[src/cache_cfg_pkg.sv]
package cache_cfg_pkg;

  ////////////////////
  // Bus geometry
  ////////////////////
  localparam int addr_w = 32;
  localparam int data_w = 32;
  localparam int be_w   = 4;

  // Byte offset bits below the word index
  localparam int word_lsb = $clog2(be_w);

  ////////////////////
  // Cache geometry
  ////////////////////
  localparam int num_ways   = 4;
  localparam int way_w      = $clog2(num_ways);
  localparam int line_words = 16;

  // Word index within one way, address bits 10 to 2
  localparam int word_idx_w = 9;
  // Set index is the word index without the word-in-line bits
  localparam int set_idx_w  = word_idx_w - $clog2(line_words);
  localparam int set_lsb    = word_lsb + $clog2(line_words);
  localparam int tag_lsb    = word_lsb + word_idx_w;
  localparam int tag_w      = addr_w - tag_lsb;

  typedef logic [way_w-1:0]      way_t;
  typedef logic [word_idx_w-1:0] word_idx_t;
  typedef logic [set_idx_w-1:0]  set_idx_t;

endpackage

[src/cache_req_pkg.sv]
package cache_req_pkg;

  import cache_cfg_pkg::*;

  ////////////////////
  // Bus request
  ////////////////////
  typedef struct packed {
    logic [addr_w-1:0] addr;
    logic [be_w-1:0]   be;
    logic              read;
    logic              write;
    logic [data_w-1:0] wdata;
  } cache_req_t;

  ////////////////////
  // Tag RAM entry
  ////////////////////
  typedef struct packed {
    logic             valid;
    logic [tag_w-1:0] tag;
  } tag_entry_t;

  // Command level towards the refill agent, held until refill_done
  typedef enum logic [1:0] {
    cmd_nop  = 2'd0,
    cmd_fill = 2'd1,
    cmd_io   = 2'd2
  } refill_cmd_e;

endpackage

[src/cache_way_ram.sv]
`timescale 1ns/1ps

module cache_way_ram
  import cache_cfg_pkg::*;
  import cache_req_pkg::*;
#(
  parameter type entry_t = tag_entry_t,
  parameter int  depth   = 1 << set_idx_w
) (
  input  logic                     clk,
  input  logic [$clog2(depth)-1:0] rd_idx,
  input  logic                     wr_en,
  input  way_t                     wr_way,
  input  logic [$clog2(depth)-1:0] wr_idx,
  input  entry_t                   wr_entry,
  output entry_t                   rd_entries [num_ways]
);

  ////////////////////
  // One memory per way
  ////////////////////
  for (genvar w = 0; w < num_ways; w++) begin : g_way
    entry_t mem [depth];

    always_ff @(posedge clk) begin
      if (wr_en && wr_way == way_t'(w)) begin
        mem[wr_idx] <= wr_entry;
      end
      // A read of the entry being written returns the old contents
      rd_entries[w] <= mem[rd_idx];
    end
  end

endmodule

[config.mk]
export PLATFORM = sky130hd
export DESIGN_NAME = cache_way_ram
export DESIGN_NICKNAME = d
export VERILOG_FILES = /design/src/cache_cfg_pkg.sv /design/src/cache_req_pkg.sv /design/src/cache_way_ram.sv
export SDC_FILE = /design/constraint.sdc
export NUM_CORES = 2
export LEC_CHECK = 0
export BUFFER_PORTS_ARGS = -buffer_cell sky130_fd_sc_hd__buf_2
export CELL_PAD_IN_SITES_DETAIL_PLACEMENT = 0
export CELL_PAD_IN_SITES_GLOBAL_PLACEMENT = 2
export CORE_MARGIN = 5
export CORE_UTILIZATION = 45
export DETAILED_ROUTE_END_ITERATION = 10
export MAX_ROUTING_LAYER = met4
export PLACE_DENSITY_LB_ADDON = 0.1
export SYNTH_ARGS = -nofsm -noshare
export SYNTH_HDL_FRONTEND = slang
export SYNTH_SLANG_ARGS = --single-unit
[constraint.sdc]
create_clock -name clk -period 2.9 [get_ports clk]
set_input_delay 0.29 -clock clk [delete_from_list [all_inputs] [get_ports clk]]
set_output_delay 0.29 -clock clk [all_outputs]
set_load 0.05 [all_outputs]
-- Word level (Yosys, flattened, before mapping)
Memory sizes are Yosys's and may differ from the RTL's. A register that Yosys moved wholly into a read port is not among the register bits.
Cells that the tools add are included.
- register bits: 0
- RAM bits: 2816
- input bits: 36
- output and inout bits: 88
- memories kept: 4
- memories (memory ; words ; bits a word ; rd ports ; clocked after Yosys merged registers in ; write ports ; RTL line ; source):
    g_way[0].mem ; 32 ; 22 ; 1 ; 1 ; 1 ; cache_way_ram.sv:23 ; entry_t mem [depth];
    g_way[1].mem ; 32 ; 22 ; 1 ; 1 ; 1 ; cache_way_ram.sv:23 ;
    g_way[2].mem ; 32 ; 22 ; 1 ; 1 ; 1 ; cache_way_ram.sv:23 ;
    g_way[3].mem ; 32 ; 22 ; 1 ; 1 ; 1 ; cache_way_ram.sv:23 ;
- eq/ne operators: 3
- mux-type cells: 8
- reductions and logical operators: 5
- operators by type and width (cell ; count):
    1-bit 2-to-1 mux ; 8
    2-bit equality test (second input constant) ; 2
    1-bit logical AND ; 4
    2-bit by 1-bit equality test with 1-bit output (second input constant) ; 1
    2-bit logical NOT ; 1

-- Logic depth before layout (Yosys ltp)
- word-level depth: 4
- mapped depth: 9
- depth with buffers taken out: 4

-- Least setup slack after synthesis
No wires, ideal clock.
- path type: input -> register
- start point: input port wr_way[0]
- end point: memory g_way[0].mem[10][0] in the netlist's numbering, enable pin
- data arrival time: 2.033 ns
- data required time: 2.499 ns
- slack: 0.466 ns
- cell stages on the path: 4
- cells stage by stage: or3b_2 > clkbuf_1 > clkbuf_1 > nor2_1
- word-level cells in the longest chain between the ends: 4
- RTL lines (what ; RTL line ; source):
    start, declared ; cache_way_ram.sv:13 ; input way_t wr_way,
    2-bit logical NOT ; cache_way_ram.sv:26 ; if (wr_en && wr_way == way_t'(w)) begin
    1-bit logical AND ; cache_way_ram.sv:26 ;
    1-bit 2-to-1 mux ; cache_way_ram.sv:26 ;
    1-bit 2-to-1 mux (implied by the code) ; cache_way_ram.sv:27 ; mem[wr_idx] <= wr_entry;
    end, declared ; cache_way_ram.sv:23 ;
No other way between the ends.

-- Worst setup path after layout
- start point: register rd_entries[85] (netlist name)
- end point: output port rd_entries[85] in the netlist's numbering
- RTL lines (what ; RTL line ; source):
    end, declared ; cache_way_ram.sv:16 ; output entry_t rd_entries [num_ways]
No word-level cell between the ends.

==> impl_metrics.ini <==
[worst_setup_path]
crit_slowest_cell = dfxtp_1
worstSetupPathType = reg -> out
regToRegEndpoint = rd_entries[4]
cp.depth = 1
cp.arrival_ns = 2.03
path_cells = buf_2
reg2regPathDepth = 3
r2r_setup_slack_ns = 1.09
path_delay_family = flip-flops
worst-path-buf-inv = 1
cp_slowest_stage_delay_ns = 0.71
crit_path_end_kind = output port
cp_max_fo = 1
critPathRequiredTime_ns = 2.61
r2r_start = g_way[3].mem[23][4]
critPathLaunchType = register

[pwr]
p_seq_share_pct = 52.1
cellPowerDensity_mw_per_mm2 = 699.3
power_frac_comb_pct = 5.5
power_leakage_nw = 41.98
switching_share_pct = 21.79
pwr-share-clk_pct = 42.4
intPower_w = 0.06994
max-vdd-ir-drop_uv = 574.3
p_sw_w = 0.01949

[global_routing]
grt_max_degree = 129
grt_pass1_wl_um = 450800
track_usage_pct = 26.42
gr-total-overflow = 0
grt_pass1_vias = 55512
antenna_found_initial = 27

[hold_path]
min_path_type = in -> reg
min_path_cells = 1
hp-start = wr_entry[13]
hold_path_end = g_way[0].mem[21][13]

[die]
core_sq_mm = 0.2425
die_area_sq_mm = 0.2530
ioPinCount = 124
die_w_um = 503.0
start_util_pct = 45.09
chipHeight_um = 503.0
rows = 181

[timing]
fmax_mhz = 430.8
fin_crit_sh_pct = 80.04
worstMarginPinSlew_ns = 1.301
setup_viol = 0
slew_violations = 0
fin_crit_ns = 2.321
final_hold_viol_count = 0
fin_skew_ns = 0.03521
rsz0062_at_grt = no
slew_headroom_pct = 13.03
fin_ws_ns = 0.5790
fin_setup_tns_ns = 0

[routing]
wl_per_cell_um = 35.11
drtIter0Drc = 5513
first_pass_iters = 8
ant_nets = 0
via_count = 55831
routed_wl_um = 325800
viasPerCell = 6.017
drc = 0

[logic_synthesis]
synth_area_leaders = edfxtp_1, mux4_2, mux2i_1, a22oi_1, dfxtp_1
syn_nets = 5336
seq_area_frac_synth_pct = 78.93
netlist.top_cell.by_area = edfxtp_1
ys_warn_count = 0
synth_top_area_share_pct = 77.32
yosys.cell_types.count = 38
synth_area_per_cell_sq_um = 20.63
synth_seq_cells = 2904
synthesis.area_sq_mm = 0.1094
syn_inst = 5300

[final_layout]
drive_above_1_share_pct = 23.59
fin_nets = 5865
area_growth_pct = 16.93

[clock_tree]
htree_levels = 5
clock_sinks = 2904
clk_pin_slew_worst_paths_ns = 0.06
clockRootBuffer = clkbuf_16
post-cts-setup-buffers = 0
cts_inserted_buffers = 319
clk_latency_ns = 0.93
cts_tree = built
cts_resized = 0
cts_buffer_depth = 4

[placed_design]
port_buffers = 123
gp_congestion = 0.8378
place_ws_ns = 0.2181
hpwlAfterDp_um = 184800

[job]
cap_violations = 0

[outcome]
status = completed
[Yosys cell counts]
master	count
edfxtp_1	2816
mux2i_1	702
a22oi_1	451
mux4_2	353
nand3_1	175
nor2_1	141
clkbuf_1	128
buf_2	108
dfxtp_1	88
nand2_1	56
a22o_1	52
a31oi_1	52
nand4_1	35
buf_6	30
buf_4	20
a21oi_1	17
buf_1	16
nor2b_1	16
and2_1	9
nor3_1	5
a32oi_1	4
and3b_1	3
nor2_2	3
nor3b_1	3
and3_1	2
nand2b_1	2
nand3b_1	2
a211o_1	1
a211oi_1	1
and2b_1	1
and4_1	1
inv_1	1
mux2_2	1
nor4_1	1
o22ai_1	1
o31ai_1	1
or3_1	1
or3b_2	1
[metal layers]
metal / global-route usage (%) / wire, um / part of all wire, % / vias to the layer above
met5: - / 0 / 0 / -
met2: 41.47 / 156500 / 48 / 1933
met3: 3.448 / 18830 / 5.8 / 461
li1: - / - / - / 23124
met1: 37.20 / 141900 / 44 / 30313
met4: 6.508 / 8589 / 2.6 / 0
[power groups by stage]
stage	Sequential [W]	Combinational, W	Clock [W]
after global routing	0.0466	0.00516	0.0403
after detailed placement	0.0475	0.00493	0
final	0.0466	0.00491	0.0379
after floorplan	0.0479	0.00203	0
after CTS	0.0466	0.00496	0.0386
after global placement	0.0475	0.00489	0
[placed cells by master (no fill, tap or decap), types with 7 or more instances in the layout]
cell	netlist	routed
dfxtp_1	88	88
bufinv_16	0	11
clkinv_1	0	34
buf_2	108	97
nor2b_4	0	7
a31oi_1	52	52
clkbuf_8	0	27
clkinvlp_4	0	7
mux2i_1	702	702
clkinv_2	0	47
nand3_1	175	174
a22o_1	52	52
nor2_4	0	64
edfxtp_1	2816	2816
buf_4	20	232
clkbuf_1	128	96
a22oi_1	451	451
dlygate4sd3_1	0	20
diode_2	0	11
a21oi_1	17	17
clkbuf_16	0	322
inv_6	0	8
mux4_2	353	353
nor2_2	3	76
nand2_1	56	56
nand4_1	35	35
buf_12	0	158
[cells by family (layout without fill, tap and decap cells)]
group,after synthesis,after routing,synth area share [%]
buf+inv,303,1069,1.438
flops,2904,2904,78.93
mux,1056,1056,13.71
simple gates,457,457,1.976
compound gates,580,580,3.947
other cells,0,11,0
[repair_timing]
item / 4_1_cts / 5_1_grt
endpoints found under the hold margin: 733 / 0
setup endpoints to repair: 0 / 0
hold buffers: 20 / 0
[flip-flops by register name (all words and copies together) (netlist names)]
register / count
rd_entries: 88
g_way.mem: 2816
[how the worst max path moves through the flow]
stage                   startpoint             endpoint  slack (ns)
global placement         rd_idx[0]       rd_entries[21]        0.27
global route        rd_entries[85]       rd_entries[85]        0.53
floorplan                wr_way[0]  g_way[0].mem[10][0]        0.47
CTS                 rd_entries[85]       rd_entries[85]        0.54
detailed placement       rd_idx[0]       rd_entries[21]        0.22
finish              rd_entries[85]       rd_entries[85]        0.58
[area by class of cell]
type	count	area [sq um]
clock buffer	445	8790
tap	3202	4006
inverter	1	3.754
clock inverter	113	878.3
timing repair buffer	510	5632
sequential	2904	86320
fill	18954	114700
antenna	11	27.53
multi-input combinational	2093	22220
[metrics by stage]
stage	cells	hold slack, ns	util [%]	cell area (sq um)	power (W)
floorplan	5300	0.3889	-	109400	0.04990
detailed placement	8690	0.5518	48.64	118000	0.05245
global placement	8690	0.5496	48.64	118000	0.05242
CTS	9268	0.002799	52.71	127900	0.09022
finish	9279	0.002018	52.72	127900	0.08943
global route	9276	0.01224	52.72	127900	0.09212
Note: power is estimated with default switching activity, not from simulation.
