`src/cache_cfg_pkg.sv`:
```
package cache_cfg_pkg;

  ////////////////////
  // Bus geometry
  ////////////////////
  localparam int addr_w = 32;
  localparam int data_w = 32;
  localparam int be_w   = 4;

  // Byte offset bits below the word index
  localparam int word_lsb = $clog2(be_w);

  ////////////////////
  // Cache geometry
  ////////////////////
  localparam int num_ways   = 4;
  localparam int way_w      = $clog2(num_ways);
  localparam int line_words = 16;

  // Word index within one way, address bits 10 to 2
  localparam int word_idx_w = 9;
  // Set index is the word index without the word-in-line bits
  localparam int set_idx_w  = word_idx_w - $clog2(line_words);
  localparam int set_lsb    = word_lsb + $clog2(line_words);
  localparam int tag_lsb    = word_lsb + word_idx_w;
  localparam int tag_w      = addr_w - tag_lsb;

  typedef logic [way_w-1:0]      way_t;
  typedef logic [word_idx_w-1:0] word_idx_t;
  typedef logic [set_idx_w-1:0]  set_idx_t;

endpackage

```
`src/cache_req_pkg.sv`:
```
package cache_req_pkg;

  import cache_cfg_pkg::*;

  ////////////////////
  // Bus request
  ////////////////////
  typedef struct packed {
    logic [addr_w-1:0] addr;
    logic [be_w-1:0]   be;
    logic              read;
    logic              write;
    logic [data_w-1:0] wdata;
  } cache_req_t;

  ////////////////////
  // Tag RAM entry
  ////////////////////
  typedef struct packed {
    logic             valid;
    logic [tag_w-1:0] tag;
  } tag_entry_t;

  // Command level towards the refill agent, held until refill_done
  typedef enum logic [1:0] {
    cmd_nop  = 2'd0,
    cmd_fill = 2'd1,
    cmd_io   = 2'd2
  } refill_cmd_e;

endpackage

```
`src/cache_if.sv`:
```
`timescale 1ns/1ps

// Accepted request and the last accepted cacheable write
interface cache_req_if
  import cache_req_pkg::*;
();

  cache_req_t cur;
  logic       cur_valid;
  cache_req_t prev;
  logic       prev_valid;

  modport stage (output cur, output cur_valid, output prev, output prev_valid);
  modport user  (input cur, input cur_valid, input prev, input prev_valid);

endinterface


```
`src/cache_read_merge.sv`:
```
`timescale 1ns/1ps

module cache_read_merge
  import cache_cfg_pkg::*;
(
  input  logic [data_w-1:0] way_words [num_ways],
  input  way_t              hit_way,
  cache_req_if.user         req,
  output logic [data_w-1:0] hit_word,
  output logic [data_w-1:0] merged_word
);

  logic [data_w-1:0] ram_word;
  logic              fwd;

  assign ram_word = way_words[hit_way];

  // The previous write may have landed in the RAM in the same cycle as this read
  assign fwd = req.prev_valid &&
               (req.prev.addr[addr_w-1:word_lsb] == req.cur.addr[addr_w-1:word_lsb]);

  ////////////////////
  // Byte lanes
  ////////////////////
  always_comb begin
    hit_word = ram_word;
    for (int b = 0; b < be_w; b++) begin
      if (fwd && req.prev.be[b]) begin
        hit_word[8*b +: 8] = req.prev.wdata[8*b +: 8];
      end
    end
    // A write hit stores the current line word with its own enabled bytes on top
    merged_word = hit_word;
    for (int b = 0; b < be_w; b++) begin
      if (req.cur.be[b]) begin
        merged_word[8*b +: 8] = req.cur.wdata[8*b +: 8];
      end
    end
  end

endmodule

```
`src/flat_wrapper.sv`:
```
// flat-port wrapper written by rule: the top's interface ports become plain ports
module cache_read_merge_flat import cache_cfg_pkg::*;
  (way_words, hit_way, hit_word, merged_word, req_cur, req_cur_valid, req_prev, req_prev_valid);
  cache_req_if req_i ();
  input  logic [data_w-1:0] way_words[num_ways];
  input  way_t hit_way;
  output logic [data_w-1:0] hit_word;
  output logic [data_w-1:0] merged_word;
  input wire logic [$bits(req_i.cur)-1:0] req_cur;
  input wire logic [$bits(req_i.cur_valid)-1:0] req_cur_valid;
  input wire logic [$bits(req_i.prev)-1:0] req_prev;
  input wire logic [$bits(req_i.prev_valid)-1:0] req_prev_valid;
  assign req_i.cur = req_cur;
  assign req_i.cur_valid = req_cur_valid;
  assign req_i.prev = req_prev;
  assign req_i.prev_valid = req_prev_valid;
  cache_read_merge u_core (.way_words(way_words), .hit_way(hit_way), .req(req_i), .hit_word(hit_word), .merged_word(merged_word));
endmodule
```
`config.mk`:
```
export PLATFORM = sky130hd
export DESIGN_NAME = cache_read_merge_flat
export DESIGN_NICKNAME = d
export VERILOG_FILES = /design/src/cache_cfg_pkg.sv /design/src/cache_req_pkg.sv /design/src/cache_if.sv /design/src/cache_read_merge.sv /design/src/flat_wrapper.sv
export SDC_FILE = /design/constraint.sdc
export NUM_CORES = 1
export LEC_CHECK = 0
export ABC_CLOCK_PERIOD_IN_PS = 5200
export BUFFER_PORTS_ARGS = -buffer_cell sky130_fd_sc_hd__clkbuf_2
export CORE_AREA = 3 3 128 130
export DETAILED_ROUTE_END_ITERATION = 8
export DIE_AREA = 0 0 131 133
export SLEW_MARGIN = 20
export SYNTH_ARGS = -nofsm -noshare
export SYNTH_HDL_FRONTEND = slang
export SYNTH_SLANG_ARGS = --single-unit
```
`constraint.sdc`:
```
create_clock -name vclk -period 5.2
set_input_delay 1.04 -clock vclk [all_inputs]
set_output_delay 1.04 -clock vclk [all_outputs]
set_load 0.02 [all_outputs]
```
# Yosys cells after proc, flatten, opt, wreduce, memory -nomap -nowiden
# Index checks and enable logic that the tools add are counted.
[word_totals]
reg_bits = 0
wordCells = 19
[op_classes]
bitwise = 1
reduce_logical = 5
magnitude_cmp = 1
n_mux = 11
n_eq_ne = 1
[ops]
columns = ["op", "count"]
rows = [
  ["binary-select mux 32 bit (select 2 bit)", 1],
  ["two-way mux 32 bit", 2],
  ["two-way mux 8 bit", 8],
  ["equality test 30 bit", 1],
  ["logical AND 1 bit", 5],
  [">= comparator 3 bit (second input constant)", 1],
  ["inverter 2 -> 3 bit", 1],
]

# Logic depth before layout (Yosys ltp)
[depth]
ltp_word = 6
mapped_depth = 8
mapped_depth_nobuf = 5

# Worst setup path after synthesis
# No wires, ideal clock.
[synth_path]
kind = "in2out"
start = "in req_cur[55]"
end = "out merged_word[14]"
stages = 6
n_path_buf = 1
arrival_time_ns = 2.638
path_slack_ns = 1.522
required_ns = 4.160
path_cell_list = "xnor2_1 -> nand4_1 -> or4_1 -> clkbuf_1 -> or4_1 -> nand3_1"
[synth_between]
elab_chain_len = 5
[synth_lines]
columns = ["element", "line_no", "text"]
rows = [
  ["from (decl)", "flat_wrapper.sv:9", "input wire logic [$bits(req_i.cur)-1:0] req_cur;"],
  ["equality test 30 bit", "cache_read_merge.sv:20", "(req.prev.addr[addr_w-1:word_lsb] == req.cur.addr[addr_w-1:word_lsb]);"],
  ["logical AND 1 bit", "cache_read_merge.sv:19", "assign fwd = req.prev_valid &&"],
  ["logical AND 1 bit", "cache_read_merge.sv:28", "if (fwd && req.prev.be[b]) begin"],
  ["two-way mux 8 bit", "cache_read_merge.sv:28", ""],
  ["two-way mux 8 bit", "cache_read_merge.sv:35", "if (req.cur.be[b]) begin"],
  ["to (decl)", "flat_wrapper.sv:8", "output logic [data_w-1:0] merged_word;"],
]
# No other way between the ends.

# Worst setup path in the final report
[layout_path]
start = "in req_cur[62]"
end = "out merged_word[22]"
# Same word-level chain as after synthesis.

==> impl_metrics.env <==
export IMPL_status="complete, no violations"
export IMPL_ctsResizeCount=0
export IMPL_synth_warnings=0
export IMPL_top_usage_layer="met2"
export IMPL_crit_chain="clkbuf_2 > xnor2_1 > nand4_1 > or4_1 > buf_4 > or4_1 > nand3_1 > clkbuf_2"
export IMPL_placeableCoreArea_um2=15260
export IMPL_critical_path_endpoint_type="output port"
export IMPL_detail_route_iter0_violations=120
export IMPL_final_layout_clock_buffer_total=0
export IMPL_fin_max_slew_vios=0
export IMPL_first_global_vias=4030
export IMPL_synth_fa_ha_area_frac=0
export IMPL_grtUsageMet1=0.1723
export IMPL_dieArea_um2=17420
export IMPL_fin_crit_sh=0.8264
export IMPL_maxClockFrequency_ghz=0.2327
export IMPL_slowest_delay_ps=760
export IMPL_maximum_fanout_along_the_worst_path=14
export IMPL_worst_path_arrival_ps=3260
export IMPL_ys_types=27
export IMPL_syn_area_um2=2693
export IMPL_routed_wire_length_per_instance_um=17.45
export IMPL_layout_area_seq_um2=0
export IMPL_dp_hpwl_mm=12.45
export IMPL_main_combinational_cell_family_by_area_after_synthesis="multiplexers"
export IMPL_timing_final_hold_violations=0
export IMPL_cts_hold_fix_buffers=0
export IMPL_worst_path_dominant_cell_family="simple AND/OR/NAND/NOR gates"
export IMPL_synth_compound_area_frac=0.1487
export IMPL_synth_xor_area_share=0.09758
export IMPL_static_leakage_power_nw=2.170
export IMPL_grt_first_pass_wirelength_mm=20.84
export IMPL_critPathKind="in -> out"
export IMPL_grt_use_total=0.1480
export IMPL_final_nets=892
export IMPL_fin_tns_setup_ps=0
export IMPL_setup_repair_after_global_routing_missed_its_margin="false"
export IMPL_max_cap_violations=0
export IMPL_min_delay_path_class="in -> out"
export IMPL_grt_max_degree=37
export IMPL_critPathRequiredTime_ps=4160
export IMPL_layout_sequential_cells=0
export IMPL_fin_crit_ps=4297
export IMPL_place_port_buffers=327
export IMPL_setup_violations_final=0
export IMPL_total_nets_after_synthesis=583
export IMPL_slew_limit_headroom=0.3670
export IMPL_die_h_um=133
export IMPL_routabilityCongestion=0.7929
export IMPL_initial_core_util=0.1765
export IMPL_vdd_drop_max_mv=0.04360
export IMPL_use_met2=0.2841
export IMPL_worst_slew_pin_transition_ps=949.5
export IMPL_synth_avg_cell_area_um2=8.658
export IMPL_via_count=4068
export IMPL_die_width_um=131
export IMPL_drc_errors=0
export IMPL_crit_path_start_kind="input port"
export IMPL_number_of_placement_rows=45
export IMPL_ant_nets=0
export IMPL_crit_path_buf_inv_count=3
export IMPL_use_met3=0.02382
export IMPL_post_route_worst_hold_slack_ps=2451
export IMPL_synth_area_mux_share=0.4029
export IMPL_mean_number_of_vias_per_cell=4.907
export IMPL_finalWirelength_mm=14.46
export IMPL_num_io_pins=336
export IMPL_antenna_found_initial=0
export IMPL_detailedRoute_firstPassIterationCount=4
export IMPL_synthCells=311
export IMPL_yosys_area_share_simple=0.2774
export IMPL_post_route_cells_drive_above_1_share=0.6553
export IMPL_sequential_element_share_of_the_synthesized_area=0
export IMPL_global_route_overflow_total=0
export IMPL_cpMaxStageDelayCell="or4_1"
export IMPL_cts_setup_buffers=0
export IMPL_area_growth_syn_to_layout_pct=66.54
export IMPL_power_density_nw_per_um2=96.35
export IMPL_antennaDiodeCount=0
-- cell families (layout without fill, tap and decap cells) --
family / count (synthesis) / after routing
AOI/OAI and AO/OA: 64 / 64
xor gates and xnor gates: 30 / 30
and+or+nand+nor: 124 / 124
buffers and inverters: 29 / 336
muxes: 64 / 64
-- worst min-delay path: stages --
cell	delay (ps)
clkbuf_2	90
nand4_1	60
nand3_1	70
clkbuf_2	150
-- synth_stat cells, drive strengths merged --
library cell | number | area (um2)
a22oi | 32 | 240.2
and2b | 1 | 8.760
and4 | 1 | 8.760
buf | 13 | 98.84
clkbuf | 14 | 78.83
dlygate4sd3 | 2 | 20.02
mux2 | 32 | 360.4
mux4 | 32 | 724.4
nand2 | 4 | 15.01
nand3 | 36 | 200.2
nand4 | 33 | 206.5
nor2 | 4 | 15.01
nor2b | 35 | 219.0
nor3 | 1 | 5.000
nor4 | 4 | 31.28
o21ai | 32 | 160.2
or4 | 5 | 37.54
xnor2 | 15 | 131.4
xor2 | 15 | 131.4
-- worst paths after layout --
check,from,to,slack [ps],cells past startpoint
worst max-delay path,req_cur[62],merged_word[22],900,8
worst min-delay path,req_prev[29],merged_word[29],2450,4
-- power breakdown --
part           switching [mW]  internal (mW)
Clock                       0              0
Combinational           0.222          0.210
Sequential                  0              0
Total                   0.222          0.210
-- metal layers --
metal,up-vias,part of all wire
met5,-,0
met4,0,0.012
met3,14,0.089
met2,241,0.52
met1,1933,0.38
li1,1880,-
-- metrics by stage --
step	total power [mW]	cell area [um2]	setup WS, ps	instances	utilization
after floorplan	0.2460	2693	1522	311	-
after global placement	0.4297	4484	919.2	829	0.2939
after detailed placement	0.4336	4484	895.8	829	0.2939
after CTS	0.4355	4484	885.6	829	0.2939
after global routing	0.4671	4484	789.1	829	0.2939
final	0.4321	4484	902.7	829	0.2939
-- layout make-up --
type / instances / area [um2]
multi-input combinational: 282 / 2504
tap: 211 / 264.0
timing repair buffer: 336 / 1717
fill: 1693 / 10770
-- cells in the final DEF (no fill, tap or decap) --
cell type,count
nand4_1,33
buf_4,8
a22oi_1,32
and4_1,1
nor2_1,4
mux2_2,32
nor4_1,3
mux4_1,1
nor2b_1,35
buf_12,1
and2b_2,1
nor3_1,1
xor2_1,15
nand3_1,32
mux4_2,31
nor4_4,1
or4_1,5
o21ai_0,32
xnor2_1,15
clkbuf_2,327
nand2_1,4
nand3_2,4
(Power assumes the default switching activity.)
