## config.mk

```make
export PLATFORM = sky130hd
export DESIGN_NAME = cache_req_stage_flat
export DESIGN_NICKNAME = d
export VERILOG_FILES = /design/src/cache_cfg_pkg.sv /design/src/cache_req_pkg.sv /design/src/cache_if.sv /design/src/cache_req_stage.sv /design/src/flat_wrapper.sv
export SDC_FILE = /design/constraint.sdc
export NUM_CORES = 1
export LEC_CHECK = 0
export BUFFER_PORTS_ARGS = -buffer_cell sky130_fd_sc_hd__buf_2
export CAP_MARGIN = 40
export CORE_ASPECT_RATIO = 0.6
export CORE_MARGIN = 4
export CORE_UTILIZATION = 35
export DETAILED_ROUTE_END_ITERATION = 7
export GPL_TIMING_DRIVEN = 1
export PLACE_DENSITY_LB_ADDON = 0.12
export SLEW_MARGIN = 10
export SYNTH_ARGS = -nofsm -noshare
export SYNTH_HDL_FRONTEND = slang
export SYNTH_SLANG_ARGS = --single-unit
```

## constraint.sdc

```tcl
create_clock -name clk -period 10.39 [get_ports clk]
set_input_delay 1.5585 -clock clk [delete_from_list [all_inputs] [get_ports clk]]
set_output_delay 1.5585 -clock clk [all_outputs]
set_load 0.005 [all_outputs]
```

## src/cache_cfg_pkg.sv

```systemverilog
package cache_cfg_pkg;

  ////////////////////
  // Bus geometry
  ////////////////////
  localparam int addr_w = 32;
  localparam int data_w = 32;
  localparam int be_w   = 4;

  // Byte offset bits below the word index
  localparam int word_lsb = $clog2(be_w);

  ////////////////////
  // Cache geometry
  ////////////////////
  localparam int num_ways   = 4;
  localparam int way_w      = $clog2(num_ways);
  localparam int line_words = 16;

  // Word index within one way, address bits 10 to 2
  localparam int word_idx_w = 9;
  // Set index is the word index without the word-in-line bits
  localparam int set_idx_w  = word_idx_w - $clog2(line_words);
  localparam int set_lsb    = word_lsb + $clog2(line_words);
  localparam int tag_lsb    = word_lsb + word_idx_w;
  localparam int tag_w      = addr_w - tag_lsb;

  typedef logic [way_w-1:0]      way_t;
  typedef logic [word_idx_w-1:0] word_idx_t;
  typedef logic [set_idx_w-1:0]  set_idx_t;

endpackage

```

## src/cache_req_pkg.sv

```systemverilog
package cache_req_pkg;

  import cache_cfg_pkg::*;

  ////////////////////
  // Bus request
  ////////////////////
  typedef struct packed {
    logic [addr_w-1:0] addr;
    logic [be_w-1:0]   be;
    logic              read;
    logic              write;
    logic [data_w-1:0] wdata;
  } cache_req_t;

  ////////////////////
  // Tag RAM entry
  ////////////////////
  typedef struct packed {
    logic             valid;
    logic [tag_w-1:0] tag;
  } tag_entry_t;

  // Command level towards the refill agent, held until refill_done
  typedef enum logic [1:0] {
    cmd_nop  = 2'd0,
    cmd_fill = 2'd1,
    cmd_io   = 2'd2
  } refill_cmd_e;

endpackage

```

## src/cache_if.sv

```systemverilog
`timescale 1ns/1ps

// Accepted request and the last accepted cacheable write
interface cache_req_if
  import cache_req_pkg::*;
();

  cache_req_t cur;
  logic       cur_valid;
  cache_req_t prev;
  logic       prev_valid;

  modport stage (output cur, output cur_valid, output prev, output prev_valid);
  modport user  (input cur, input cur_valid, input prev, input prev_valid);

endinterface


```

## src/cache_req_stage.sv

```systemverilog
`timescale 1ns/1ps

module cache_req_stage
  import cache_cfg_pkg::*;
(
  input  logic              clk,
  input  logic              rest,
  input  logic [addr_w-1:0] addr,
  input  logic [be_w-1:0]   be,
  input  logic              read,
  input  logic              write,
  input  logic [data_w-1:0] wdata,
  input  logic              io_addr,
  input  logic              wait_req,
  cache_req_if.stage        req,
  output logic              cur_io
);

  logic accept;
  logic keep_write;

  assign accept = (read || write) && !wait_req;

  // Only cacheable writes can be forwarded into a later read
  assign keep_write = req.cur.write && !cur_io;

  always_ff @(posedge clk or negedge rest) begin
    if (!rest) begin
      req.cur_valid  <= 1'b0;
      req.prev_valid <= 1'b0;
      req.cur        <= '0;
      cur_io         <= 1'b0;
    end else begin
      // A cycle without stall either takes a new request or leaves the stage empty
      if (!wait_req) begin
        req.cur_valid <= read || write;
      end
      if (accept) begin
        req.cur <= '{addr: addr, be: be, read: read, write: write, wdata: wdata};
        cur_io  <= io_addr;
        if (keep_write) begin
          req.prev_valid <= 1'b1;
        end
      end
    end
  end

  always_ff @(posedge clk) begin
    if (accept && keep_write) begin
      req.prev <= req.cur;
    end
  end

  a_rw_exclusive: assert property (@(posedge clk) disable iff (!rest) !(read && write));

endmodule

```

## src/flat_wrapper.sv

```systemverilog
// flat-port wrapper written by rule: the top's interface ports become plain ports
module cache_req_stage_flat import cache_cfg_pkg::*;
  (clk, rest, addr, be, read, write, wdata, io_addr, wait_req, cur_io, req_cur, req_cur_valid, req_prev, req_prev_valid);
  cache_req_if req_i ();
  input  logic clk;
  input  logic rest;
  input  logic [addr_w-1:0] addr;
  input  logic [be_w-1:0] be;
  input  logic read;
  input  logic write;
  input  logic [data_w-1:0] wdata;
  input  logic io_addr;
  input  logic wait_req;
  output logic cur_io;
  output wire logic [$bits(req_i.cur)-1:0] req_cur;
  output wire logic [$bits(req_i.cur_valid)-1:0] req_cur_valid;
  output wire logic [$bits(req_i.prev)-1:0] req_prev;
  output wire logic [$bits(req_i.prev_valid)-1:0] req_prev_valid;
  assign req_cur = req_i.cur;
  assign req_cur_valid = req_i.cur_valid;
  assign req_prev = req_i.prev;
  assign req_prev_valid = req_i.prev_valid;
  cache_req_stage u_core (.clk(clk), .rest(rest), .addr(addr), .be(be), .read(read), .write(write), .wdata(wdata), .io_addr(io_addr), .wait_req(wait_req), .req(req_i), .cur_io(cur_io));
endmodule
```

# After elaboration in Yosys (flattened, before gate mapping)
# Cells that the tools add are included.
# Widths: inputs -> output; s select.
[op_classes]
n_reduce_logical = 7
[ops]
columns = ["op", "count"]
rows = [
  ["$logic_and 1x1->1", 3],
  ["$logic_not 1->1", 2],
  ["$reduce_and 2->1", 1],
  ["$logic_or 1x1->1", 1],
]
[word_totals]
regBits = 143
output_inout_bits = 143

# Depth between registers and ports, before layout
[depth]
ltp_word = 3
mapped_depth = 4

# Worst setup path before layout
# OpenSTA, ideal clock, no wires.
[synth_timing]
path_type = "input-to-reg"
start = "in wait_req"
end = "reg u_core.req.prev[0] (netlist name)"
setup_ns = 0.498
t_arrival_ns = 4.952
required_time_ns = 9.892
slack_ns = 4.940
path_stages = 4
cell_sequence = "o21bai_4 > buf_12 > buf_12 > nor2_1"
[synth_between]
elab_chain_len = 3
[synth_lines]
columns = ["item", "line_no", "source"]
rows = [
  ["start: declaration", "flat_wrapper.sv:13", "input logic wait_req;"],
  ["$logic_not 1->1", "cache_req_stage.sv:22", "assign accept = (read || write) && !wait_req;"],
  ["$logic_and 1x1->1", "cache_req_stage.sv:22", ""],
  ["$logic_and 1x1->1", "cache_req_stage.sv:49", "if (accept && keep_write) begin"],
]
# Every way passes these cells.
# A chain may end at the register's enable or synchronous reset.

# Worst setup path after layout
[layout_timing]
start = "in write"
end = "reg u_core.req.cur[25] (netlist name)"
[layout_between]
elab_chain_len = 2
[layout_lines]
columns = ["item", "line_no", "source"]
rows = [
  ["start: declaration", "flat_wrapper.sv:10", "input logic write;"],
  ["$logic_or 1x1->1", "cache_req_stage.sv:22", ""],
  ["$logic_and 1x1->1", "cache_req_stage.sv:22", ""],
]
# Every way passes these cells.

==> impl_metrics.toml <==
[run_status]
status = "finished clean"

[hold_path]
min_to = "u_core.req.prev[42]$_DFFE_PP_"
min-delay-path-class = "flip-flop to flip-flop"
hold_depth = 0
hp-start = "u_core.req.cur[42]$_DFFE_PN0P_"

[sta]
drv_slew = 0
skew_ns = 0.01014
fmax_mhz = 317.5
setup_viol = 0
slew_headroom = 0.5529
worst_pin_slew_ns = 0.6706
grt_setup_unrepaired = "false"
finalHoldViolCount = 0
tns_ns = 0
fin_crit_sh = 0.3032
fin_crit_ns = 3.150

[detailed_routing]
drt-total-wl_mm = 11.32
wire_per_inst_um = 16.77
drtAntennaViolNets = 0
drtIter0Drc = 156
drc = 0
drt_pass1_iterations = 4
via_per_inst = 4.250
vias = 2869

[clocking]
cts-buffers-inserted = 17
path_clk_slew_ns = 0.06
cts_max_level = 4
hold_buffers = 0
ctsLongestPathBuffers = 2
postCtsSetupRepairBufs = 0
cts_resized = 0
cts-root-buf = "clkbuf_16"
cts_tree = "built"
clock_sink_count = 143
clk_latency_ns = 0.40

[yosys]
yosysWarnings = 0
synth_edf_count = 70
ys_types = 15
synth_most_common_cell = "dfrtp_1"
async_reset_ff_frac = 0.5105
synth_area_um2 = 5201
synth.top_cell.area_share = 0.4041
yosys.area.top_type = "edfxtp_1"
syn_inst = 232
synth_fp_nets = 306
synth_seq_cells = 143
synth_commonest_cells = "dfrtp_1, edfxtp_1, mux2_4"
yosys-top-cells-area = "edfxtp_1, dfrtp_1, mux2_4"
ys.flop_type = "dfrtp_1"
syn_avg_cell_area_um2 = 22.42
ys_seq_area_frac = 0.7554

[pwr]
p_per_area_nw_per_um2 = 204.1
netSwitchingFraction = 0.2354
pwr-share-clk = 0.403
p_seq_frac = 0.483
power.switching_w = 0.0003369
p_leak_nw = 3.271
p_int_w = 0.001094
ir_drop_uv = 88.09
combPwrFrac = 0.114

[global_route]
grt_max_degree = 41
grt_use_total = 0.1329
grt_first_pass_wirelength_mm = 16.80
first_global_vias = 3008
antenna_found_initial = 2
overflow = 0

[die]
coreArea_um2 = 14510
num_io_pins = 217
rows = 34
dieArea_um2 = 16940
start_util = 0.3585
die_h_um = 102.4
die_x_um = 165.4

[setup_path]
arrival_ns = 3.43
r2r_slack_ns = 8.65
startpoint = "write"
endpoint_kind = "flip-flop"
crit_required_ns = 10.67
rr_startpoint = "u_core.cur_io$_DFFE_PN0P_"
r2r-end = "u_core.req.prev[59]$_DFFE_PP_"
start_kind = "input port"
worst_r2r_path_depth = 4
crit_fanout = 37
path_class = "input port to flip-flop"

[finish]
fillers = 1285
diodes = 0
fin_area_um2 = 7012
layout.nets = 538
layout.cells.non_filler = 675
syn2layout_area_growth_pct = 34.81
drive_gt1_frac = 0.6771

[place]
dpl.cell_count = 643
placed_cell_area_um2 = 6442
port_buffers = 216
globalplace.congestion = 0.7240
dpl.hpwl_mm = 8.071

[run]
maxCapViolCount = 0
[kinds of logic (layout without fill, tap and decap cells)]
kind of cell    count (synthesis)  after routing  synth area share
compound gates                  5              5          0.008419
mux                            69             69            0.1985
flops                         143            143            0.7554
simple gates                    5              5          0.005531
buf+inv                        10            255           0.03223
[how the worst max path moves through the flow]
stage | endpoint | slack, ns | cells past startpoint
floorplan | u_core.req.prev[0]$_DFFE_PP_ | 4.94 | 4
global placement | u_core.req.cur[48]$_DFFE_PN0P_ | 6.84 | 5
detailed placement | u_core.req.cur[51]$_DFFE_PN0P_ | 6.80 | 5
CTS | u_core.req.cur[25]$_DFFE_PN0P_ | 7.24 | 5
global route | u_core.req.cur[25]$_DFFE_PN0P_ | 7.16 | 5
finish | u_core.req.cur[25]$_DFFE_PN0P_ | 7.24 | 5
[through the flow]
step                      hold WS [ns]  total power [W]    util  setup WS [ns]
final                           0.4691         0.001431  0.4834          7.240
after global routing            0.4804         0.001498  0.4834          7.165
after CTS                       0.4699         0.001453  0.4834          7.243
after detailed placement        0.4562        0.0008702  0.4441          6.798
after global placement          0.4590        0.0008659  0.4413          6.841
after floorplan                 0.4664        0.0007843       -          4.940
[registers in the layout, summed over array words and instances, names as in the netlist]
| register | flops |
|---|---|
| u_core.req.cur | 70 |
| u_core.req.prev | 70 |
| u_core.cur_io | 1 |
| u_core.req.cur_valid | 1 |
| u_core.req.prev_valid | 1 |
[layout by cell type, fill, tap and decap left out, drive strengths merged]
master      n
edfxtp     70
nor2        1
clkbuf     18
bufinv      1
nor3        1
inv         6
mux2       69
dfrtp      73
a21o        1
o21ai       1
nand2b      2
buf       221
clkinvlp    5
and2b       1
o21bai      2
a21oi       1
clkinv      4
[power by group through the flow]
stage	clock network (W)	registers, W	logic [W]
final	0.000576	0.000692	0.000163
after detailed placement	0	0.000703	0.000167
after CTS	0.000593	0.000692	0.000168
after global routing	0.000620	0.000700	0.000178
after floorplan	0	0.000704	0.0000805
after global placement	0	0.000702	0.000164
[final cells by class]
class / count / area (µm²) / area share
clock buffers: 18 / 439.2 / 0.06263
well taps: 198 / 247.7 / 0.03533
inverters: 2 / 7.507 / 0.001071
clock inverters: 14 / 130.1 / 0.01856
flip-flops and latches: 143 / 3929 / 0.5603
repair buffers: 221 / 1146 / 0.1635
multi-input cells: 79 / 1112 / 0.1586
[layer usage]
metal / vias to the layer above / global-route usage / part of all wire
li1: 1321 / - / -
met1: 1394 / 0.1796 / 0.45
met2: 137 / 0.1858 / 0.42
met3: 13 / 0.07295 / 0.12
met4: 4 / 0.03612 / 0.0075
met5: - / 0 / 0.0019
[worst max-delay path, stage by stage]
cell and delay (ns):
buf_2 0.13, o21bai_4 0.12, buf_4 0.54, buf_4 0.65, mux2_4 0.35
No activity file was read; power rests on OpenSTA's default activity.
