### src/cache_cfg_pkg.sv
package cache_cfg_pkg;

  ////////////////////
  // Bus geometry
  ////////////////////
  localparam int addr_w = 32;
  localparam int data_w = 32;
  localparam int be_w   = 4;

  // Byte offset bits below the word index
  localparam int word_lsb = $clog2(be_w);

  ////////////////////
  // Cache geometry
  ////////////////////
  localparam int num_ways   = 4;
  localparam int way_w      = $clog2(num_ways);
  localparam int line_words = 16;

  // Word index within one way, address bits 10 to 2
  localparam int word_idx_w = 9;
  // Set index is the word index without the word-in-line bits
  localparam int set_idx_w  = word_idx_w - $clog2(line_words);
  localparam int set_lsb    = word_lsb + $clog2(line_words);
  localparam int tag_lsb    = word_lsb + word_idx_w;
  localparam int tag_w      = addr_w - tag_lsb;

  typedef logic [way_w-1:0]      way_t;
  typedef logic [word_idx_w-1:0] word_idx_t;
  typedef logic [set_idx_w-1:0]  set_idx_t;

endpackage

### src/cache_req_pkg.sv
package cache_req_pkg;

  import cache_cfg_pkg::*;

  ////////////////////
  // Bus request
  ////////////////////
  typedef struct packed {
    logic [addr_w-1:0] addr;
    logic [be_w-1:0]   be;
    logic              read;
    logic              write;
    logic [data_w-1:0] wdata;
  } cache_req_t;

  ////////////////////
  // Tag RAM entry
  ////////////////////
  typedef struct packed {
    logic             valid;
    logic [tag_w-1:0] tag;
  } tag_entry_t;

  // Command level towards the refill agent, held until refill_done
  typedef enum logic [1:0] {
    cmd_nop  = 2'd0,
    cmd_fill = 2'd1,
    cmd_io   = 2'd2
  } refill_cmd_e;

endpackage

### src/cache_if.sv
`timescale 1ns/1ps

// Accepted request and the last accepted cacheable write
interface cache_req_if
  import cache_req_pkg::*;
();

  cache_req_t cur;
  logic       cur_valid;
  cache_req_t prev;
  logic       prev_valid;

  modport stage (output cur, output cur_valid, output prev, output prev_valid);
  modport user  (input cur, input cur_valid, input prev, input prev_valid);

endinterface


### src/cache_hit_ctrl.sv
`timescale 1ns/1ps

module cache_hit_ctrl
  import cache_cfg_pkg::*;
  import cache_req_pkg::*;
(
  input  logic              clk,
  input  logic              rest,
  cache_req_if.user         req,
  input  logic              cur_io,
  input  logic              hit,
  input  logic              has_free,
  input  way_t              free_way,
  input  logic [data_w-1:0] hit_word,
  input  logic              refill_done,
  input  logic [data_w-1:0] refill_rdata,
  output logic              wait_req,
  output logic              read_valid,
  output logic [data_w-1:0] read_data,
  output logic              data_we,
  output refill_cmd_e       refill_cmd,
  output logic [addr_w-1:0] refill_addr,
  output logic [be_w-1:0]   refill_be,
  output logic              refill_write,
  output logic [data_w-1:0] refill_wdata,
  output way_t              refill_way
);

  typedef enum logic [1:0] {st_idle, st_fill_wait, st_io_wait, st_replay} state_e;

  state_e state;
  state_e state_nxt;
  logic   served;
  logic   pend;
  logic   idle_active;
  logic   need_fill;
  logic   need_io;
  logic   lookup_hit;
  way_t   victim;
  way_t   rr_way;
  way_t   fill_way_q;

  ////////////////////
  // Decisions
  ////////////////////
  // An IO request that already completed must not be issued again
  assign pend        = req.cur_valid && !served;
  assign idle_active = (state == st_idle) && pend;
  assign need_io     = idle_active && cur_io;
  assign need_fill   = idle_active && !cur_io && !hit;
  assign lookup_hit  = idle_active && !cur_io && hit;
  assign victim      = has_free ? free_way : rr_way;

  assign wait_req   = need_io || need_fill || (state != st_idle);
  assign data_we    = lookup_hit && req.cur.write;
  assign read_valid = (lookup_hit && req.cur.read) ||
                      ((state == st_io_wait) && refill_done && req.cur.read);
  assign read_data  = (state == st_io_wait) ? refill_rdata : hit_word;

  // The stage holds cur during a stall, so these stay steady with the command
  assign refill_addr  = req.cur.addr;
  assign refill_be    = req.cur.be;
  assign refill_write = req.cur.write;
  assign refill_wdata = req.cur.wdata;
  assign refill_way   = (state == st_fill_wait) ? fill_way_q : victim;

  always_comb begin
    state_nxt  = state;
    refill_cmd = cmd_nop;
    case (state)
      st_idle: begin
        if (need_fill) begin
          refill_cmd = cmd_fill;
          state_nxt  = st_fill_wait;
        end else if (need_io) begin
          refill_cmd = cmd_io;
          state_nxt  = st_io_wait;
        end
      end
      st_fill_wait: begin
        refill_cmd = cmd_fill;
        if (refill_done) begin
          state_nxt = st_replay;
        end
      end
      st_io_wait: begin
        refill_cmd = cmd_io;
        if (refill_done) begin
          state_nxt = st_idle;
        end
      end
      default: begin
        // Replay rereads the lookup so the next idle cycle sees the loaded line
        state_nxt = st_idle;
      end
    endcase
  end

  ////////////////////
  // State
  ////////////////////
  always_ff @(posedge clk or negedge rest) begin
    if (!rest) begin
      state  <= st_idle;
      served <= 1'b0;
      rr_way <= '0;
    end else begin
      state <= state_nxt;
      if ((state == st_io_wait) && refill_done) begin
        served <= 1'b1;
      end else if (!wait_req) begin
        served <= 1'b0;
      end
      if (need_fill && !has_free) begin
        rr_way <= rr_way + 1'b1;
      end
    end
  end

  always_ff @(posedge clk) begin
    if (need_fill) begin
      fill_way_q <= victim;
    end
  end

  a_cmd_steady: assert property (@(posedge clk) disable iff (!rest)
    (refill_cmd != cmd_nop && !refill_done) |=> (refill_cmd == $past(refill_cmd)));

endmodule

### src/flat_wrapper.sv
// flat-port wrapper written by rule: the top's interface ports become plain ports
module cache_hit_ctrl_flat import cache_cfg_pkg::*; import cache_req_pkg::*;
  (clk, rest, cur_io, hit, has_free, free_way, hit_word, refill_done, refill_rdata, wait_req, read_valid, read_data, data_we, refill_cmd, refill_addr, refill_be, refill_write, refill_wdata, refill_way, req_cur, req_cur_valid, req_prev, req_prev_valid);
  cache_req_if req_i ();
  input  logic clk;
  input  logic rest;
  input  logic cur_io;
  input  logic hit;
  input  logic has_free;
  input  way_t free_way;
  input  logic [data_w-1:0] hit_word;
  input  logic refill_done;
  input  logic [data_w-1:0] refill_rdata;
  output logic wait_req;
  output logic read_valid;
  output logic [data_w-1:0] read_data;
  output logic data_we;
  output refill_cmd_e refill_cmd;
  output logic [addr_w-1:0] refill_addr;
  output logic [be_w-1:0] refill_be;
  output logic refill_write;
  output logic [data_w-1:0] refill_wdata;
  output way_t refill_way;
  input wire logic [$bits(req_i.cur)-1:0] req_cur;
  input wire logic [$bits(req_i.cur_valid)-1:0] req_cur_valid;
  input wire logic [$bits(req_i.prev)-1:0] req_prev;
  input wire logic [$bits(req_i.prev_valid)-1:0] req_prev_valid;
  assign req_i.cur = req_cur;
  assign req_i.cur_valid = req_cur_valid;
  assign req_i.prev = req_prev;
  assign req_i.prev_valid = req_prev_valid;
  cache_hit_ctrl u_core (.clk(clk), .rest(rest), .req(req_i), .cur_io(cur_io), .hit(hit), .has_free(has_free), .free_way(free_way), .hit_word(hit_word), .refill_done(refill_done), .refill_rdata(refill_rdata), .wait_req(wait_req), .read_valid(read_valid), .read_data(read_data), .data_we(data_we), .refill_cmd(refill_cmd), .refill_addr(refill_addr), .refill_be(refill_be), .refill_write(refill_write), .refill_wdata(refill_wdata), .refill_way(refill_way));
endmodule
### config.mk
export PLATFORM = sky130hd
export DESIGN_NAME = cache_hit_ctrl_flat
export DESIGN_NICKNAME = d
export VERILOG_FILES = /design/src/cache_cfg_pkg.sv /design/src/cache_req_pkg.sv /design/src/cache_if.sv /design/src/cache_hit_ctrl.sv /design/src/flat_wrapper.sv
export SDC_FILE = /design/constraint.sdc
export NUM_CORES = 1
export LEC_CHECK = 0
export CELL_PAD_IN_SITES_DETAIL_PLACEMENT = 0
export CELL_PAD_IN_SITES_GLOBAL_PLACEMENT = 1
export CORE_AREA = 2 2 126 128
export DETAILED_ROUTE_END_ITERATION = 8
export DIE_AREA = 0 0 128 130
export DONT_BUFFER_PORTS = 1
export PLACE_DENSITY = 0.34
export SKIP_LAST_GASP = 1
export SYNTH_ARGS = -nofsm -noshare
export SYNTH_HDL_FRONTEND = slang
export SYNTH_SLANG_ARGS = --single-unit
### constraint.sdc
create_clock -name clk -period 2.15 [get_ports clk]
set_clock_uncertainty 0.2 [all_clocks]
set_input_delay 0.43 -clock clk [delete_from_list [all_inputs] [get_ports clk]]
set_output_delay 0.43 -clock clk [all_outputs]
set_load 0.01 [all_outputs]
# [After elaboration in Yosys (flattened, before gate mapping)]
# Cells that the tools add are included.
[op_classes] n_addsub=1 eq_ne=6 mux=13 n_reduce_logical=21
[op_table] op="$mux 32" count=1
[op_table] op="$mux 2" count=8
[op_table] op="$pmux 2 s3" count=2
[op_table] op="$logic_and 1x1->1" count=11
[op_table] op="$logic_not 1->1" count=4
[op_table] op="$ne 2x2->1 const B" count=2
[op_table] op="$logic_or 1x1->1" count=3
[op_table] op="$ne 3x1->1 const B" count=1
[op_table] op="$reduce_and 3->1" count=1
[op_table] op="$add 2x1->2 const B" count=1
[op_table] op="$eq 2x1->1 const B" count=1
[op_table] op="$eq 2x2->1 const B" count=1
[op_table] op="$logic_not 2->1" count=1
[op_table] op="$mux 1" count=2
[op_table] op="$ne 2x1->1 const B" count=1
[op_table] op="$reduce_bool 2->1" count=1
[totals] reg_bits=7 in_bits=214 output_inout_bits=108 wordCells=45

# [Longest topological paths before layout]
[depth] depth_word=9 ltp_mapped=4 depth_no_buf=3

# [Worst setup path after synthesis]
# No wires, ideal clock.
[synth_timing] path_kind="reg-to-output" startpoint="register u_core.state[0]" endpoint="output port read_data[0]" t_arrival_ps=1139 required_time_ps=1520 path_slack_ps=381 path_stages_with_launch=5 path_buffers=1 cell_sequence="dfrtp_1 -> inv_1 -> nand2_2 -> buf_6 -> mux2_4"
[synth_via] elab_chain_len=2
[synth_rtl] element="from (decl)" line="cache_hit_ctrl.sv:31" rtl="state_e state;"
[synth_rtl] element="from (signal assigned)" line="cache_hit_ctrl.sv:104" rtl="state <= st_idle;"
[synth_rtl] element="from (signal assigned)" line="cache_hit_ctrl.sv:108" rtl="state <= state_nxt;"
[synth_rtl] element="$eq 2x2->1" line="cache_hit_ctrl.sv:58" rtl="assign read_data = (state == st_io_wait) ? refill_rdata : hit_word;"
[synth_rtl] element="$mux 32" line="cache_hit_ctrl.sv:58"
[synth_rtl] element="to (decl)" line="flat_wrapper.sv:16" rtl="output logic [data_w-1:0] read_data;"
# No other way between the ends.

# [Worst setup path in the final report]
[layout_timing] startpoint="register u_core.state[0]" endpoint="output port read_data[16]"
# The elaborated chain is that of the path after synthesis.

==> impl_metrics.toml <==
[global_route]
antenna_found_initial = 0
grt_pass1_vias = 643
overflow = 0
track_usage_pct = 3.06
grt_max_degree = 17
grt_pass1_wl_um = 3740

[route]
wl_per_cell_um = 11.3
vias = 703
routed_wl_um = 3130
drcViolationCount = 0
via_per_inst = 2.55
dr.pass1.iters = 4
drt_iter0_markers = 14
final_antenna_net_count = 0

[synthesis]
synth_largest_area_cell = "buf_4"
synth.yosys.seq_area_share_pct = 12.9
synth.distinct_cells = 22
ys_warn_count = 0
synth_area_per_cell_um2 = 9.94
synth.area.top_cells = "buf_4 (36%), mux2_4 (31%), dfrtp_1 (8.7%)"
synth.ff_latch_count = 7
synth.top_cell.area_share_pct = 36.2
synth_area_um2 = 1430
syn_nets = 358
syn_inst = 144

[layout]
fin_area_um2 = 1300
seq_area_um2 = 188
fin_util_pct = 8.45
drive_above_1_share_pct = 61.9
areaGrowthSynthToFinish_pct = -8.92
multiInputGateArea_um2 = 694
fin_nets = 299
instances_no_fill = 276
num_antenna_cells = 0
n_fill_cell = 1784

[cts]
clk_path_buf_depth = 2
cts-buffers-inserted = 3
clk_pin_slew_ps = 40
htree_levels = 1
cts_sinks = 7
cts_tree = "done"
cts-root-buf = "clkbuf_16"
clk_latency_ps = 230

[critical_path]
reg2reg_slack_ps = 480
crit_required_ps = 1520
crit_type = "reg2out"
ff2ff_path_depth = 4
reg2reg_from = "u_core.state[0]"
cp-end-kind = "output port"
worstPathArrival_ps = 1430
cp_max_fo = 16
r2r-end = "u_core.fill_way_q[0]"
setup.worst_path.start_class = "flip-flop"

[timing]
final.setup.tns_ps = 0
setup_viol = 0
min_period_ps = 2060
rsz0062_at_grt = "yes"
post-route-period-util_pct = 95.8
finalHoldViolCount = 0
holdWs_ps = 112
fmax_mhz = 485
tightest_slew_ps = 324
slew_violations = 0
slew-limit-headroom_pct = 78.3

[floorplan]
die_y_um = 130
rows = 46
core_um2 = 15400
dieArea_um2 = 16600
io_pins = 322
start_util_pct = 9.28
chipWidth_um = 128

[job]
cap_violations = 0

[pwr]
clock_power_share_pct = 18.5
p_comb_share_pct = 67.0
seqPwrFrac_pct = 14.5
net-switching-power_uw = 660
p_int_mw = 1.05
leakagePower_nw = 0.533
switching_share_pct = 38.5
ir_drop_mv = 0.347
cellPowerDensity_nw_per_um2 = 1310

[place]
hpwl_um = 2570
gp_congestion = 0.658
port_buffers = 0
placed_area_um2 = 1150
dp.cells = 267

[run_status]
run_status = "completed"

[worst_hold_path]
whs_endpoint = "u_core.state[1]"
hp-start = "refill_done"
hold_path_class = "in2reg"
whs_path_depth = 1
## cells in the mapped netlist
library cell	count
nand4b_1	1
nand3b_1	1
a21oi_1	2
a21boi_0	1
nand3_1	1
a221oi_1	1
nor2b_1	2
nor4b_4	1
nand2_1	5
nand2b_1	2
o21ai_0	1
edfxtp_1	2
nor2_1	5
inv_1	2
mux2_2	6
dfrtp_1	5
nand2_2	1
buf_6	3
and3_1	1
xnor2_1	2
mux2_4	30
buf_4	69
## power groups by stage
stage | clock network [mW] | logic [mW] | registers (mW)
after floorplan | 0 | 1.05 | 0.235
after global placement | 0 | 1.04 | 0.252
final | 0.317 | 1.15 | 0.248
after detailed placement | 0 | 1.04 | 0.248
after global routing | 0.330 | 1.23 | 0.259
after CTS | 0.324 | 1.16 | 0.246
## through the flow
stage | setup slack (ps) | total power, mW
floorplan | 381 | 1.29
global placement | 177 | 1.29
detailed placement | 178 | 1.29
CTS | -1.11 | 1.73
global route | -38.7 | 1.82
finish | 89.9 | 1.71
## per-layer routing
metal / vias to the layer above / share of wire (%) / wire length, um / global-route usage (%)
met5: - / 0 / 0 / 0
met4: 0 / 0.96 / 30 / 1.03
met3: 4 / 12 / 379 / 1.76
met2: 92 / 45 / 1400 / 4.15
met1: 317 / 42 / 1320 / 4.03
li1: 290 / - / - / -
## placed cells by master (no fill, tap or decap), types with 2 or more instances in the layout
| cell type | instances |
|---|---|
| dfrtp_1 | 3 |
| nand2b_1 | 2 |
| edfxtp_1 | 2 |
| clkbuf_16 | 3 |
| xnor2_1 | 2 |
| dfrtp_2 | 2 |
| mux2_4 | 30 |
| mux2_2 | 6 |
| nand2_1 | 4 |
| a21oi_1 | 2 |
| nor2_1 | 5 |
| buf_4 | 5 |
| nor2b_1 | 2 |
## flip-flops by register name (all words and copies together), names as in the netlist
name,flops
u_core.state,2
u_core.rr_way,2
u_core.served,1
u_core.fill_way_q,2
## area by class of cell
class,instances,area share [%]
clock buffer,4,6.05
inverter,2,0.576
multi-input combinational,63,53.3
sequential,7,14.4
tap,192,18.4
timing repair buffer,8,7.29
## repair_timing
| item | 4_1_cts | 5_1_grt |
|---|---|---|
| resized for setup | 4 | 2 |
| setup buffers | 2 | 1 |
| pin swaps | 2 | 1 |
| setup endpoints to repair | 34 | 4 |
| cloned | 1 | 0 |
| hold buffers | 1 | 0 |
| hold endpoints to repair | 5 | 0 |
## how the worst max path moves through the flow
| stage | startpoint | to | slack (ps) |
|---|---|---|---|
| 4_1_cts | u_core.state[0] | read_data[17] | -1 |
| 3_3_place_gp | u_core.state[0] | read_data[17] | 180 |
| 5_1_grt | u_core.state[0] | read_valid | -40 |
| 2_1_floorplan | u_core.state[0] | read_data[0] | 380 |
| 6_report | u_core.state[0] | read_data[16] | 90 |
| 3_5_place_dp | u_core.state[0] | read_data[17] | 180 |
## worst max-delay path, stage by stage (launching register included)
cell     delay, ps
dfrtp_2        420
inv_2           90
nand2_4        120
buf_12         180
mux2_2         380
## kinds of logic (layout without fill, tap and decap cells)
logic type             count (synthesis)  after routing  synth area share (%)
buffers and inverters                 74             14                  39.1
multiplexers                          36             36                  36.2
AND/OR/NAND/NOR                       20             20                  8.39
flip-flops                             7              7                  12.9
AO/OA/AOI/OAI                          5              5                  2.19
XOR/XNOR                               2              2                  1.22
(Power assumes the default switching activity.)
